==> src/hdl/icache_params.svh <==
/* Geometry and address map constants of the instruction cache.
   Included by the packages and by every block that slices addresses. */

`ifndef ICACHE_PARAMS_SVH
`define ICACHE_PARAMS_SVH

// **************************************************
// Bus widths
// **************************************************
`define ICACHE_ADDR_W    32   // Fetch and refill address
`define ICACHE_WORD_W    32   // One instruction word
`define ICACHE_LINE_W    128  // Four words per line

// **************************************************
// Cache geometry
// **************************************************
`define ICACHE_LINES     64
`define ICACHE_OFFSET_W  4    // Byte offset inside a line
`define ICACHE_INDEX_W   6    // log2 of line count
`define ICACHE_TAG_W     22   // Address bits above the index
`define ICACHE_NC_BIT    31   // Set means non-cacheable, upper half of the map

`endif
==> src/hdl/icache_geom_pkg.sv <==
/* Cache-side types for address fields, line storage and the controller FSM.
   Shared by the controller, the storage interface and both arrays. */

`include "icache_params.svh"

package icache_geom_pkg;

  // **************************************************
  // Address fields as seen by the cache
  // **************************************************
  typedef logic [`ICACHE_TAG_W-1:0]    tag_t;     // Upper address bits
  typedef logic [`ICACHE_INDEX_W-1:0]  index_t;   // Line select
  typedef logic [`ICACHE_OFFSET_W-1:0] offset_t;  // Byte in line

  // One full cache line, word 0 in the low bits
  typedef logic [`ICACHE_LINE_W-1:0]   line_t;

  // Controller states
  typedef enum logic [2:0] {
    IDLE,           // Ready for a new fetch
    TAG_COMPARE,    // Tag and line read back, decide hit or miss
    WAIT_MEM_ACK,   // Refill request held until acknowledged
    WAIT_MEM_DONE,  // Waiting for the line to return
    WAIT_KILL       // Killed refill still in flight, swallow its data
  } ctrl_state_e;

endpackage

==> src/hdl/store_if.sv <==
/* Storage port between the cache controller and the tag and data arrays.
   Reads return one cycle after en is raised with we low. */

`timescale 1ns/1ns

interface store_if;
  import icache_geom_pkg::*;

  logic   en;     // Array access this cycle
  logic   we;     // Write the line and its tag, else read
  index_t index;  // Line select for both arrays
  tag_t   wtag;   // Write tag, also the compare tag on a read
  line_t  wline;  // Refill line to allocate
  line_t  rline;  // Read line, one cycle after the read
  logic   hit;    // Stored tag valid and equal to wtag

  // Controller side
  modport ctrl (output en, we, index, wtag, wline,
                input  rline, hit);

  // Tag store with valid bits and compare
  modport tag  (input  en, we, index, wtag,
                output hit);

  // Line store
  modport data (input  en, we, index, wline,
                output rline);

endinterface

==> src/hdl/tag_array.sv <==
/* Tag store with reset valid bits and the hit compare.
   Read result is registered, hit compares it against the current write tag. */

`timescale 1ns/1ns
`include "icache_params.svh"

module tag_array (
  input  logic  clk_i,
  input  logic  rst_ni,
  store_if.tag  st
);
  import icache_geom_pkg::*;

  tag_t                     tag_mem [`ICACHE_LINES];
  logic [`ICACHE_LINES-1:0] valid_q;      // One flop per line
  tag_t                     rd_tag_q;     // Tag read last cycle
  logic                     rd_valid_q;

  // Tag memory, synchronous read
  always_ff @(posedge clk_i) begin
    if (st.en && st.we) begin
      tag_mem[st.index] <= st.wtag;
    end
    if (st.en && !st.we) begin
      rd_tag_q <= tag_mem[st.index];
    end
  end

  // Valid bits, cold after reset
  always_ff @(posedge clk_i) begin
    if (!rst_ni) begin
      valid_q    <= '0;
      rd_valid_q <= 1'b0;
    end else begin
      if (st.en && st.we) begin
        valid_q[st.index] <= 1'b1;
      end
      if (st.en && !st.we) begin
        rd_valid_q <= valid_q[st.index];
      end
    end
  end

  assign st.hit = rd_valid_q && (rd_tag_q == st.wtag);

endmodule

==> src/flat_wrapper.sv <==
// flat-port wrapper written by rule: the top's interface ports become plain ports
module tag_array_flat import icache_geom_pkg::*;
  (clk_i, rst_ni, st_en, st_we, st_index, st_wtag, st_hit);
  store_if st_i ();
  input  logic clk_i;
  input  logic rst_ni;
  input wire logic [$bits(st_i.en)-1:0] st_en;
  input wire logic [$bits(st_i.we)-1:0] st_we;
  input wire logic [$bits(st_i.index)-1:0] st_index;
  input wire logic [$bits(st_i.wtag)-1:0] st_wtag;
  output wire logic [$bits(st_i.hit)-1:0] st_hit;
  assign st_i.en = st_en;
  assign st_i.we = st_we;
  assign st_i.index = st_index;
  assign st_i.wtag = st_wtag;
  assign st_hit = st_i.hit;
  tag_array u_core (.clk_i(clk_i), .rst_ni(rst_ni), .st(st_i));
endmodule
==> config.mk <==
export PLATFORM = sky130hd
export DESIGN_NAME = tag_array_flat
export DESIGN_NICKNAME = d
export VERILOG_FILES = /design/src/hdl/icache_geom_pkg.sv /design/src/hdl/store_if.sv /design/src/hdl/tag_array.sv /design/src/flat_wrapper.sv
export VERILOG_INCLUDE_DIRS = /design/src /design/src/hdl
export SDC_FILE = /design/constraint.sdc
export NUM_CORES = 1
export LEC_CHECK = 0
export ABC_AREA = 1
export BUFFER_PORTS_ARGS = -buffer_cell sky130_fd_sc_hd__clkbuf_2
export CAP_MARGIN = 0
export CORE_MARGIN = 5
export CORE_UTILIZATION = 40
export DETAILED_ROUTE_END_ITERATION = 16
export MAX_ROUTING_LAYER = met4
export PLACE_DENSITY = 0.64
export SYNTH_ARGS = -nofsm -noshare
export SYNTH_HDL_FRONTEND = slang
export SYNTH_SLANG_ARGS = --single-unit
==> constraint.sdc <==
create_clock -name clk_i -period 4.2 [get_ports clk_i]
set_input_delay 0.63 -clock clk_i [delete_from_list [all_inputs] [get_ports clk_i]]
set_output_delay 0.63 -clock clk_i [all_outputs]
set_load 0.01 [all_outputs]
==> summary.txt <==
Run status
  • Status: finished, final reports clean

Logic synthesis
  • Sequential cell area fraction in the yosys report: 0.749
  • Synth top area share: 0.727
  • FF+latch count, synth: 1,495
  • Synth Area per Inst: 12.0 sq um
  • Post-synthesis cell count: 4,915
  • Cell Area, Synth: 0.0591 sq mm
  • Cell taking the most area after synthesis: edfxtp_1
  • Warnings, synthesis: 0
  • Synthesized Nets: 4,947
  • Synth area leaders: edfxtp_1 73%, nand2_1 12%, a21oi_1 2.8%
  • Synth unique cells: 39

Floorplanning
  • Rows: 141
  • Initial Util: 0.401
  • Core footprint: 0.147 sq mm
  • Boundary pin count: 33
  • Full die area: 0.155 sq mm
  • Die Ht: 394 um
  • Die Wd: 394 um

STA
  • Max-slew violations: 0
  • Final clock skew: 0.0243 ns
  • Fin crit period: 3.65 ns
  • Setup violators final: 0
  • Slew @ Worst Pin: 1.47 ns
  • Final hold violation count: 0
  • Final Cycle Share: 0.869
  • Slew headroom: 0.0173
  • F_max: 0.274 GHz
  • Setup TNS: 0 ns
  • RSZ-0062 raised after global routing: false
  • Hold Slack: 0.205 ns

Clock tree
  • CTS H-tree lvls: 4
  • Cts repair resizes: 0
  • CTS tree: done
  • TritonCTS Buffers: 151
  • CTS max path bufs: 3
  • Worst-Skew Late Latency: 0.79 ns
  • Setup bufs post-CTS: 0
  • Root Buffer Master: clkbuf_16
  • Hold-fix buffers, CTS: 0
  • CTS sink count: 1,495
  • Reg clk slew, reported paths: 0.06 ns

Finish
  • Layout cells sized above 1: 0.0962
  • Fin nets: 5,047
  • Commonest non-fill, non-tap cells in the layout: 1,952 x nand2_1, 1,430 x edfxtp_1, 328 x a21oi_1, 253 x nor2_1, 152 x clkbuf_16
  • P&R area growth vs syn: 13.0%
  • Commonest non-fill, non-tap cell in the layout: nand2_1
  • Final instance area: 0.0667 sq mm

Worst setup path
  • Critical Path Start Type: register
  • Crit path max-delay cell type: nor2_1
  • CP endpoint kind: primary output
  • Setup CP Type: register to primary output
  • Crit path largest cell delay: 0.52 ns
  • CP max FO: 1
  • CP top delay family: simple AND/OR/NAND/NOR gates
  • CP Data Arrival Time: 3.02 ns
  • CP Data Required Time: 3.57 ns
  • Critical path buffers and inverters: 1
  • Crit path cell chain: xnor2_1 > nand4_1 > nor4_1 > nand2_1 > nor2_1 > clkbuf_2

Route
  • DR vias: 38,400
  • DR top layer: met4
  • Wirelength per Cell: 24.9 um
  • Vias per cell: 5.43
  • Wire length on met3: 17,900 um
  • DR WL met2: 80,600 um
  • Initial DRC Count: 5,287
  • Residual DRC: 0
  • Final ANT Viol Nets: 0
  • Total wire length: 176,000 um
  • Detailed Routing Iterations Pass 1: 6
  • Wl on met1: 69,800 um

GRT
  • First-pass GRT wire length: 253,000 um
  • Number of global-route vias before repair: 35,800
  • Tot GR Track Use: 0.229
  • Largest net degree at the start of global routing: 117
  • Antenna violations before repair: 12
  • Grt total ovfl: 0

Place
  • DP Area: 0.0621 sq mm
  • RD Place Congestion: 0.911
  • Dpl hpwl: 102,000 um
  • Port Buf Inserts: 32

Power and ir drop
  • PwrDens: 463 mW/mm^2
  • Leak: 0.0237 uW
  • Max VDD drop: 0.000412 V

Min path
  • Hold WC Path Type: input pin to register

Run
  • Max Cap Violations: 0
-- synth_stat cells (all sizes together) --
| library cell | count |
|---|---|
| a211oi | 2 |
| a21oi | 328 |
| a221oi | 2 |
| a22o | 2 |
| a22oi | 80 |
| buf | 191 |
| clkbuf | 47 |
| dfxtp | 65 |
| edfxtp | 1430 |
| inv | 105 |
| nand2 | 1956 |
| nand3 | 46 |
| nand3b | 57 |
| nand4 | 44 |
| nor2 | 325 |
| nor3 | 13 |
| nor4 | 3 |
| o211ai | 4 |
| o21a | 8 |
| o21ai | 135 |
| o21bai | 1 |
| o22ai | 3 |
| or2 | 59 |
| xnor2 | 4 |
| xor2 | 5 |
-- state kept, by name, summed over array words and instances, names as in the netlist --
| name | flops |
|---|---|
| u_core.rd_tag_q | 22 |
| u_core.rd_valid_q | 1 |
| u_core.tag_mem | 1408 |
| u_core.valid_q | 64 |
-- cells by family after synthesis --
family                    after synthesis  share of synthesized area
and+or+nand+nor                      2503                      0.170
DFF                                  1495                      0.749
AOI/OAI and AO/OA                     565                     0.0522
buffers and inverters                 343                     0.0271
xor gates and xnor gates                9                    0.00133
-- through the flow --
| step | instances | total power, uW | utilization | worst slack (ns) |
|---|---|---|---|---|
| finish | 7068 | 30900 | 0.453 | 0.552 |
| global route | 7068 | 31800 | 0.453 | 0.572 |
| CTS | 7066 | 31000 | 0.453 | 0.670 |
| detailed placement | 6792 | 18300 | 0.421 | 0.369 |
| global placement | 6792 | 18300 | 0.421 | 0.371 |
| floorplan | 4915 | 17500 | - | 0.838 |
-- final cells by class --
type | count | area [sq um]
Sequential cell | 1495 | 44200
Inverter | 105 | 413
Clock inverter | 60 | 527
Tap cell | 1930 | 2410
Antenna cell | 2 | 5.00
Multi-Input combinational cell | 3077 | 13400
Fill cell | 12900 | 80600
Clock buffer | 214 | 4150
Timing Repair Buffer | 185 | 1550
-- routing by layer --
metal,global-route usage,up-vias
li1,-,17100
met1,0.305,18800
met2,0.347,2117
met3,0.0427,351
met4,0.0972,0
met5,-,-
-- worst reg2reg max path: stages, from the launching register on --
cell      delay (ns)
edfxtp_1        0.37
nand2_1         0.08
nand4_1         0.09
o21ai_0         0.80
nand2_1         0.43
nor2_1          0.22
nand2_1         0.07
-- final timing paths --
check / from / end / slack (ns) / cells after the start
setup / recovery: u_core.rd_tag_q[20] / st_hit / 0.55 / 6
hold / removal: st_wtag[14] / u_core.tag_mem[40][14] / 0.21 / 1
setup reg to reg: u_core.tag_mem[4][8] / u_core.rd_tag_q[8] / 1.87 / 6
hold reg to reg: u_core.valid_q[16] / u_core.valid_q[16] / 0.47 / 2
-- report_power, final --
part,internal [uW],switching (uW),leakage [uW],total [uW]
logic,356,1260,0.00807,1610
clock network,7170,5670,0.00227,12800
registers,16400,23.0,0.0134,16400
total,23900,6950,0.0237,30900
Power figures use the tool's default switching activity.
