--- src/hdl/icache_params.svh ---
/* Geometry and address map constants of the instruction cache.
   Included by the packages and by every block that slices addresses. */

`ifndef ICACHE_PARAMS_SVH
`define ICACHE_PARAMS_SVH

// **************************************************
// Bus widths
// **************************************************
`define ICACHE_ADDR_W    32   // Fetch and refill address
`define ICACHE_WORD_W    32   // One instruction word
`define ICACHE_LINE_W    128  // Four words per line

// **************************************************
// Cache geometry
// **************************************************
`define ICACHE_LINES     64
`define ICACHE_OFFSET_W  4    // Byte offset inside a line
`define ICACHE_INDEX_W   6    // log2 of line count
`define ICACHE_TAG_W     22   // Address bits above the index
`define ICACHE_NC_BIT    31   // Set means non-cacheable, upper half of the map

`endif
--- src/hdl/fetch_bus_pkg.sv ---
/* Types carried on the fetch port and the refill bus.
   Imported by the controller, named in the ports of the top level. */

`include "icache_params.svh"

package fetch_bus_pkg;

  // **************************************************
  // Bus payload types
  // **************************************************

  // Byte address of a fetch or of a refill request
  typedef logic [`ICACHE_ADDR_W-1:0] addr_t;

  // Instruction word returned to the fetch unit
  typedef logic [`ICACHE_WORD_W-1:0] word_t;

endpackage

--- src/hdl/icache_geom_pkg.sv ---
/* Cache-side types for address fields, line storage and the controller FSM.
   Shared by the controller, the storage interface and both arrays. */

`include "icache_params.svh"

package icache_geom_pkg;

  // **************************************************
  // Address fields as seen by the cache
  // **************************************************
  typedef logic [`ICACHE_TAG_W-1:0]    tag_t;     // Upper address bits
  typedef logic [`ICACHE_INDEX_W-1:0]  index_t;   // Line select
  typedef logic [`ICACHE_OFFSET_W-1:0] offset_t;  // Byte in line

  // One full cache line, word 0 in the low bits
  typedef logic [`ICACHE_LINE_W-1:0]   line_t;

  // Controller states
  typedef enum logic [2:0] {
    IDLE,           // Ready for a new fetch
    TAG_COMPARE,    // Tag and line read back, decide hit or miss
    WAIT_MEM_ACK,   // Refill request held until acknowledged
    WAIT_MEM_DONE,  // Waiting for the line to return
    WAIT_KILL       // Killed refill still in flight, swallow its data
  } ctrl_state_e;

endpackage

--- src/hdl/store_if.sv ---
/* Storage port between the cache controller and the tag and data arrays.
   Reads return one cycle after en is raised with we low. */

`timescale 1ns/1ns

interface store_if;
  import icache_geom_pkg::*;

  logic   en;     // Array access this cycle
  logic   we;     // Write the line and its tag, else read
  index_t index;  // Line select for both arrays
  tag_t   wtag;   // Write tag, also the compare tag on a read
  line_t  wline;  // Refill line to allocate
  line_t  rline;  // Read line, one cycle after the read
  logic   hit;    // Stored tag valid and equal to wtag

  // Controller side
  modport ctrl (output en, we, index, wtag, wline,
                input  rline, hit);

  // Tag store with valid bits and compare
  modport tag  (input  en, we, index, wtag,
                output hit);

  // Line store
  modport data (input  en, we, index, wline,
                output rline);

endinterface

--- src/hdl/icache_ctrl.sv ---
/* Cache controller with request register, bypass decode, FSM and word select.
   Drives the storage port and the refill bus, returns words to the fetch unit. */

`timescale 1ns/1ns
`include "icache_params.svh"

module icache_ctrl (
  input  logic                   clk_i,
  input  logic                   rst_ni,

  input  logic                   en_i,             // Low forces bypass
  // Fetch port
  input  logic                   fetch_req_i,
  input  fetch_bus_pkg::addr_t   fetch_addr_i,
  input  logic                   kill_s1_i,
  input  logic                   kill_s2_i,
  output logic                   fetch_ready_o,
  output logic                   fetch_valid_o,
  output fetch_bus_pkg::word_t   fetch_data_o,
  output fetch_bus_pkg::addr_t   fetch_addr_o,
  output logic                   miss_o,           // Cacheable miss pulse
  // Refill bus
  output logic                   mem_req_o,
  output fetch_bus_pkg::addr_t   mem_addr_o,
  input  logic                   mem_ack_i,
  input  logic                   mem_rtrn_vld_i,
  input  icache_geom_pkg::line_t mem_rtrn_line_i,
  // Tag and data stores
  store_if.ctrl                  st
);
  import icache_geom_pkg::*;
  import fetch_bus_pkg::*;

  // **************************************************
  // Internal signals
  // **************************************************
  ctrl_state_e state_q, state_d;
  addr_t       req_addr_d, req_addr_q;   // Request under service
  logic        bypass_in;                // Incoming fetch skips the cache
  logic        bypass_d, bypass_q;
  logic        accept;                   // Fetch taken this cycle
  logic        take_new;                 // State may open ready
  offset_t     req_off;

  // Word at the byte offset of a line
  function automatic word_t pick_word(line_t line, offset_t off);
    return line[off[`ICACHE_OFFSET_W-1:2] * `ICACHE_WORD_W +: `ICACHE_WORD_W];
  endfunction

  // **************************************************
  // Request capture and bypass decode
  // **************************************************
  assign accept     = fetch_ready_o & fetch_req_i;
  assign bypass_in  = ~en_i | fetch_addr_i[`ICACHE_NC_BIT];  // Upper half is I/O
  assign req_addr_d = accept ? fetch_addr_i : req_addr_q;
  assign bypass_d   = accept ? bypass_in : bypass_q;
  assign req_off    = req_addr_q[`ICACHE_OFFSET_W-1:0];

  assign fetch_addr_o = req_addr_q;   // Travels with the valid pulse

  // Index from the incoming address, read lands in compare cycle
  assign st.index = req_addr_d[`ICACHE_OFFSET_W +: `ICACHE_INDEX_W];
  assign st.wtag  = req_addr_q[`ICACHE_ADDR_W-1 -: `ICACHE_TAG_W];  // Compare and fill tag
  assign st.wline = mem_rtrn_line_i;

  // Refill address, word aligned for bypass and line aligned otherwise
  assign mem_addr_o = bypass_d ?
                      {req_addr_d[`ICACHE_ADDR_W-1:2], 2'b00} :
                      {req_addr_d[`ICACHE_ADDR_W-1:`ICACHE_OFFSET_W],
                       {`ICACHE_OFFSET_W{1'b0}}};

  // **************************************************
  // Controller FSM
  // **************************************************
  always_comb begin
    state_d       = state_q;
    take_new      = 1'b0;
    fetch_ready_o = 1'b0;
    fetch_valid_o = 1'b0;
    fetch_data_o  = '0;
    miss_o        = 1'b0;
    mem_req_o     = 1'b0;
    st.en         = 1'b0;
    st.we         = 1'b0;

    case (state_q)
      IDLE: begin
        take_new = 1'b1;
      end

      TAG_COMPARE: begin
        if (kill_s2_i) begin
          take_new = 1'b1;                       // Drop it, reopen at once
        end else if (st.hit) begin
          fetch_valid_o = 1'b1;
          fetch_data_o  = pick_word(st.rline, req_off);
          take_new      = 1'b1;                  // Back-to-back hits
        end else begin
          miss_o    = 1'b1;
          mem_req_o = 1'b1;
          state_d   = mem_ack_i ? WAIT_MEM_DONE : WAIT_MEM_ACK;
        end
      end

      WAIT_MEM_ACK: begin
        // Kill has no effect until the request is acknowledged
        mem_req_o = 1'b1;
        if (mem_ack_i) begin
          state_d = WAIT_MEM_DONE;
        end
      end

      WAIT_MEM_DONE: begin
        if (mem_rtrn_vld_i) begin
          if (kill_s2_i) begin
            take_new = 1'b1;                     // Data dropped, nothing filled
          end else begin
            fetch_valid_o = 1'b1;
            fetch_data_o  = pick_word(mem_rtrn_line_i, req_off);
            if (!bypass_q) begin
              st.en   = 1'b1;                    // Allocate the line
              st.we   = 1'b1;
              state_d = IDLE;                    // Ready back next cycle
            end else begin
              take_new = 1'b1;
            end
          end
        end else if (kill_s2_i) begin
          state_d = WAIT_KILL;
        end
      end

      WAIT_KILL: begin
        if (mem_rtrn_vld_i) begin
          take_new = 1'b1;                       // Swallow the late line
        end
      end

      default: begin
        state_d = IDLE;
      end
    endcase

    // **************************************************
    // New request, shared by every state that opens ready
    // **************************************************
    if (take_new) begin
      fetch_ready_o = 1'b1;
      state_d       = IDLE;
      if (fetch_req_i && !kill_s1_i) begin
        if (bypass_in) begin
          mem_req_o = 1'b1;                      // Straight to the bus
          state_d   = mem_ack_i ? WAIT_MEM_DONE : WAIT_MEM_ACK;
        end else begin
          st.en   = 1'b1;                        // Read tag and line
          state_d = TAG_COMPARE;
        end
      end
    end
  end

  // **************************************************
  // Registers
  // **************************************************
  always_ff @(posedge clk_i) begin
    if (!rst_ni) begin
      state_q <= IDLE;
    end else begin
      state_q <= state_d;
    end
  end

  // Request payload
  always_ff @(posedge clk_i) begin
    req_addr_q <= req_addr_d;
    bypass_q   <= bypass_d;
  end

endmodule

--- src/flat_wrapper.sv ---
// flat-port wrapper written by rule: the top's interface ports become plain ports
module icache_ctrl_flat import icache_geom_pkg::*; import fetch_bus_pkg::*;
  (clk_i, rst_ni, en_i, fetch_req_i, fetch_addr_i, kill_s1_i, kill_s2_i, fetch_ready_o, fetch_valid_o, fetch_data_o, fetch_addr_o, miss_o, mem_req_o, mem_addr_o, mem_ack_i, mem_rtrn_vld_i, mem_rtrn_line_i, st_en, st_we, st_index, st_wtag, st_wline, st_rline, st_hit);
  store_if st_i ();
  input  logic clk_i;
  input  logic rst_ni;
  input  logic en_i;
  input  logic fetch_req_i;
  input  fetch_bus_pkg::addr_t fetch_addr_i;
  input  logic kill_s1_i;
  input  logic kill_s2_i;
  output logic fetch_ready_o;
  output logic fetch_valid_o;
  output fetch_bus_pkg::word_t fetch_data_o;
  output fetch_bus_pkg::addr_t fetch_addr_o;
  output logic miss_o;
  output logic mem_req_o;
  output fetch_bus_pkg::addr_t mem_addr_o;
  input  logic mem_ack_i;
  input  logic mem_rtrn_vld_i;
  input  icache_geom_pkg::line_t mem_rtrn_line_i;
  output wire logic [$bits(st_i.en)-1:0] st_en;
  output wire logic [$bits(st_i.we)-1:0] st_we;
  output wire logic [$bits(st_i.index)-1:0] st_index;
  output wire logic [$bits(st_i.wtag)-1:0] st_wtag;
  output wire logic [$bits(st_i.wline)-1:0] st_wline;
  input wire logic [$bits(st_i.rline)-1:0] st_rline;
  input wire logic [$bits(st_i.hit)-1:0] st_hit;
  assign st_en = st_i.en;
  assign st_we = st_i.we;
  assign st_index = st_i.index;
  assign st_wtag = st_i.wtag;
  assign st_wline = st_i.wline;
  assign st_i.rline = st_rline;
  assign st_i.hit = st_hit;
  icache_ctrl u_core (.clk_i(clk_i), .rst_ni(rst_ni), .en_i(en_i), .fetch_req_i(fetch_req_i), .fetch_addr_i(fetch_addr_i), .kill_s1_i(kill_s1_i), .kill_s2_i(kill_s2_i), .fetch_ready_o(fetch_ready_o), .fetch_valid_o(fetch_valid_o), .fetch_data_o(fetch_data_o), .fetch_addr_o(fetch_addr_o), .miss_o(miss_o), .mem_req_o(mem_req_o), .mem_addr_o(mem_addr_o), .mem_ack_i(mem_ack_i), .mem_rtrn_vld_i(mem_rtrn_vld_i), .mem_rtrn_line_i(mem_rtrn_line_i), .st(st_i));
endmodule
--- config.mk ---
export PLATFORM = sky130hd
export DESIGN_NAME = icache_ctrl_flat
export DESIGN_NICKNAME = d
export VERILOG_FILES = /design/src/hdl/fetch_bus_pkg.sv /design/src/hdl/icache_geom_pkg.sv /design/src/hdl/store_if.sv /design/src/hdl/icache_ctrl.sv /design/src/flat_wrapper.sv
export VERILOG_INCLUDE_DIRS = /design/src /design/src/hdl
export SDC_FILE = /design/constraint.sdc
export NUM_CORES = 1
export LEC_CHECK = 0
export BUFFER_PORTS_ARGS = -buffer_cell sky130_fd_sc_hd__buf_2
export CAP_MARGIN = 20
export CORE_AREA = 2 2 214 216
export CTS_BUF_LIST = sky130_fd_sc_hd__clkbuf_4 sky130_fd_sc_hd__clkbuf_8
export DETAILED_ROUTE_END_ITERATION = 16
export DIE_AREA = 0 0 216 218
export PLACE_DENSITY = 0.37
export RECOVER_POWER = 25
export SYNTH_ARGS = -nofsm -noshare
export SYNTH_HDL_FRONTEND = slang
export SYNTH_SLANG_ARGS = --single-unit
--- constraint.sdc ---
create_clock -name clk_i -period 5.2 [get_ports clk_i]
set_clock_uncertainty 0.1 [all_clocks]
set_input_delay 0.26 -clock clk_i [delete_from_list [all_inputs] [get_ports clk_i]]
set_output_delay 0.26 -clock clk_i [all_outputs]
set_load 0.01 [all_outputs]
==> metrics.csv <==
metric;value;unit
fin crit period;3.44;ns
Peak VDD IR;150;uV
die height;218;um
Final setup viols;0;
Post-Place Cells;1376;
Hold-fix buffers, CTS;0;
type of the tightest min-delay check;in2reg;
Synth top area share;29.7;%
core area;0.0449;mm^2
Maximum Capacitance Violations;0;
leading cell type in the layout, fill and taps excluded;buf_2;
Most Used Layer, Global Route;met2;
Initial Utilization;10.8;%
FF-to-FF Start;u_core.state_q[0]$_SDFFE_PN0P_;
R2R Path End;u_core.fetch_addr_o[4]$_DFF_P_;
die area;0.0471;mm^2
GR Util All Layers;10.1;%
Max Clock Freq;291;MHz
number of global-route vias before repair;4864;
CTS tree;built;
number of cells on the worst hold path;1;
multi-input logic area;0.00255;mm^2
met1 Track Usage GR;11.4;%
largest net degree at the start of global routing;43;
Avg Inst Size Synth;11.3;um^2
met3 usage;2.54;%
DRT Wirelength;25700;um
post-CTS setup buffer count;0;
Worst R2R Setup Slack;2.36;ns
fillcell total;5148;
Slew Limit Fails;0;
H-tree depth;2;
Fin. Hold Viols;0;
Synth cell types;41;
cell count after synthesis;430;
RD Place Congestion;0.879;
clk root buf;clkbuf_8;
TNS Setup;0;ns
Final ANT Viol Nets;0;
CTS buffer count;5;
Avg Vias per Cell;3.50;
worst-margin pin slew;0.995;ns
area delta synth->final;42.3;%
first-pass GRT wire length;34200;um
worst slack, placed;2.11;ns
worst-path cell chain;nor3b_1 > nor3_1 > o21ai_4 > buf_4 > mux2_2 > buf_2;
n_diodes;0;
Synth area leader;mux4_2;
total congestion overflow;0;
LEAKAGE;0.00333;uW
Finished Layout Cells;1384;
register bit total from synthesis;36;
met2 usage;18.2;%
RSZ-0062 raised after global routing;no;
initial antenna violation count;1;
setup ws final;1.76;ns
status;finished, final reports clean;
Slew headroom;33.7;%
CP Data Required Time;4.84;ns
CP bufs+invs;2;
period utilisation layout;66.2;%
drt first pass iters;4;
final net count;1080;
Slowest cell on crit path;o21ai_4;
Worst Path Arrival;3.08;ns
CTS Buffer Depth;2;
Synth area leaders;mux4_2, buf_4, dfxtp_1;
clk slew on worst S/H paths;0.08;ns
sequential area share after synthesis;15.3;%
FF-to-FF path depth;5;
PD cells;232;mW/mm^2
Post-CTS Resized;0;
slowest stage delay, CP;0.60;ns
Top delay family on crit path;simple AND/OR/NAND/NOR gates;
CP Max Fanout;20;
Sink Count;36;
critical path endpoint category;output pin;
Worst setup SP type;flip-flop;
DRC;0;
commonest non-fill, non-tap cells in the layout;buf_2, clkbuf_1, mux4_2, a22o_1, dfxtp_1;
vias post-DR;4838;
clock latency on the worst-skew pair;0.30;ns
Ports;555;
YS warnings;0;
Seq. cell area;748;um^2
synthesized area;0.00485;mm^2
Design Power;1600;uW
die width;216;um
layout cells sized above 1;76.7;%
HPWL after detailed placement;22800;um
WL/cell;18.6;um
critical path launch point;u_core.state_q[0]$_SDFFE_PN0P_;
Setup CP Type;reg2out;
Buffers on Ports;552;
WP depth;6;
CP Capture Point;st_index[0];
Placement Rows;78;
DR iter-0 viols;157;
worst reg2reg max path, stage by stage, from the launching register on:
cell and delay, ns:
dfxtp_1 0.56, nor3b_1 0.44, nor3_1 0.16, o21ai_4 0.60, buf_4 0.45, mux2_2 0.41
worst min-delay path by stage:
stage               slack [ns]             from                                to
CTS                       0.01  fetch_addr_i[0]  u_core.fetch_addr_o[0]$_DFFE_PP_
detailed placement        0.34  fetch_addr_i[0]  u_core.fetch_addr_o[0]$_DFFE_PP_
global placement          0.34  fetch_addr_i[0]  u_core.fetch_addr_o[0]$_DFFE_PP_
floorplan                 0.26  fetch_addr_i[0]  u_core.fetch_addr_o[0]$_DFFE_PP_
global route              0.01  fetch_addr_i[0]  u_core.fetch_addr_o[0]$_DFFE_PP_
finish                    0.03  fetch_addr_i[1]  u_core.fetch_addr_o[1]$_DFFE_PP_
state kept, by name (all words and copies together), names as in the netlist:
register and cells:
u_core.fetch_addr_o 32, u_core.state_q 3, u_core.bypass_q 1
layer usage:
metal  share of wire (%)  vias up
met5               0.051        -
met4                 4.2        2
met3                 7.8       29
met2                  50      324
met1                  38     2348
li1                    -     2135
area by class of cell:
cell class / instances / area share [%]
clock buffer: 6 / 1.11
clock inverter: 2 / 0.508
inverter: 4 / 0.218
multi-input combinational: 178 / 37.0
sequential: 36 / 10.8
tap: 600 / 10.9
timing repair buffer: 558 / 39.4
power by group:
part           internal, uW  switching, uW  total, uW
clock network           148            112        259
registers               332            103        435
logic                   490            416        906
cells by family after synthesis:
family / share of synthesized area (%)
simple gates: 3.51
other cells: 0.0774
compound gates: 9.55
flops: 15.3
mux: 39.4
buf+inv: 32.2
Yosys cell counts (all sizes together):
library cell  number
o41ai              1
o32ai              2
nor2b              3
o2bb2ai            1
o2111ai            1
edfxtp             2
mux2              31
nor2               4
nand2b             2
inv                4
buf              206
and3               2
nor4               1
a32o               2
a32oi              1
mux4              64
o21ai              4
or3b               1
a22o              32
nor3b              2
nand3              2
nand2              5
nand4b             1
nand3b             1
o31a               1
clkbuf             7
dfxtp             34
a31o               1
nor3               3
a211o              1
or2                1
o211ai             1
a311oi             1
a21oi              2
conb               1
mux2i              2
through the flow:
stage / cell area, um^2 / util, % / hold WS [ns]
after floorplan: 4850 / - / 0.259
after global routing: 6900 / 15.4 / 0.0122
after global placement: 6880 / 15.3 / 0.339
after CTS: 6990 / 15.6 / 0.0104
after detailed placement: 6880 / 15.3 / 0.344
final: 6900 / 15.4 / 0.0337
(Power assumes the default switching activity.)
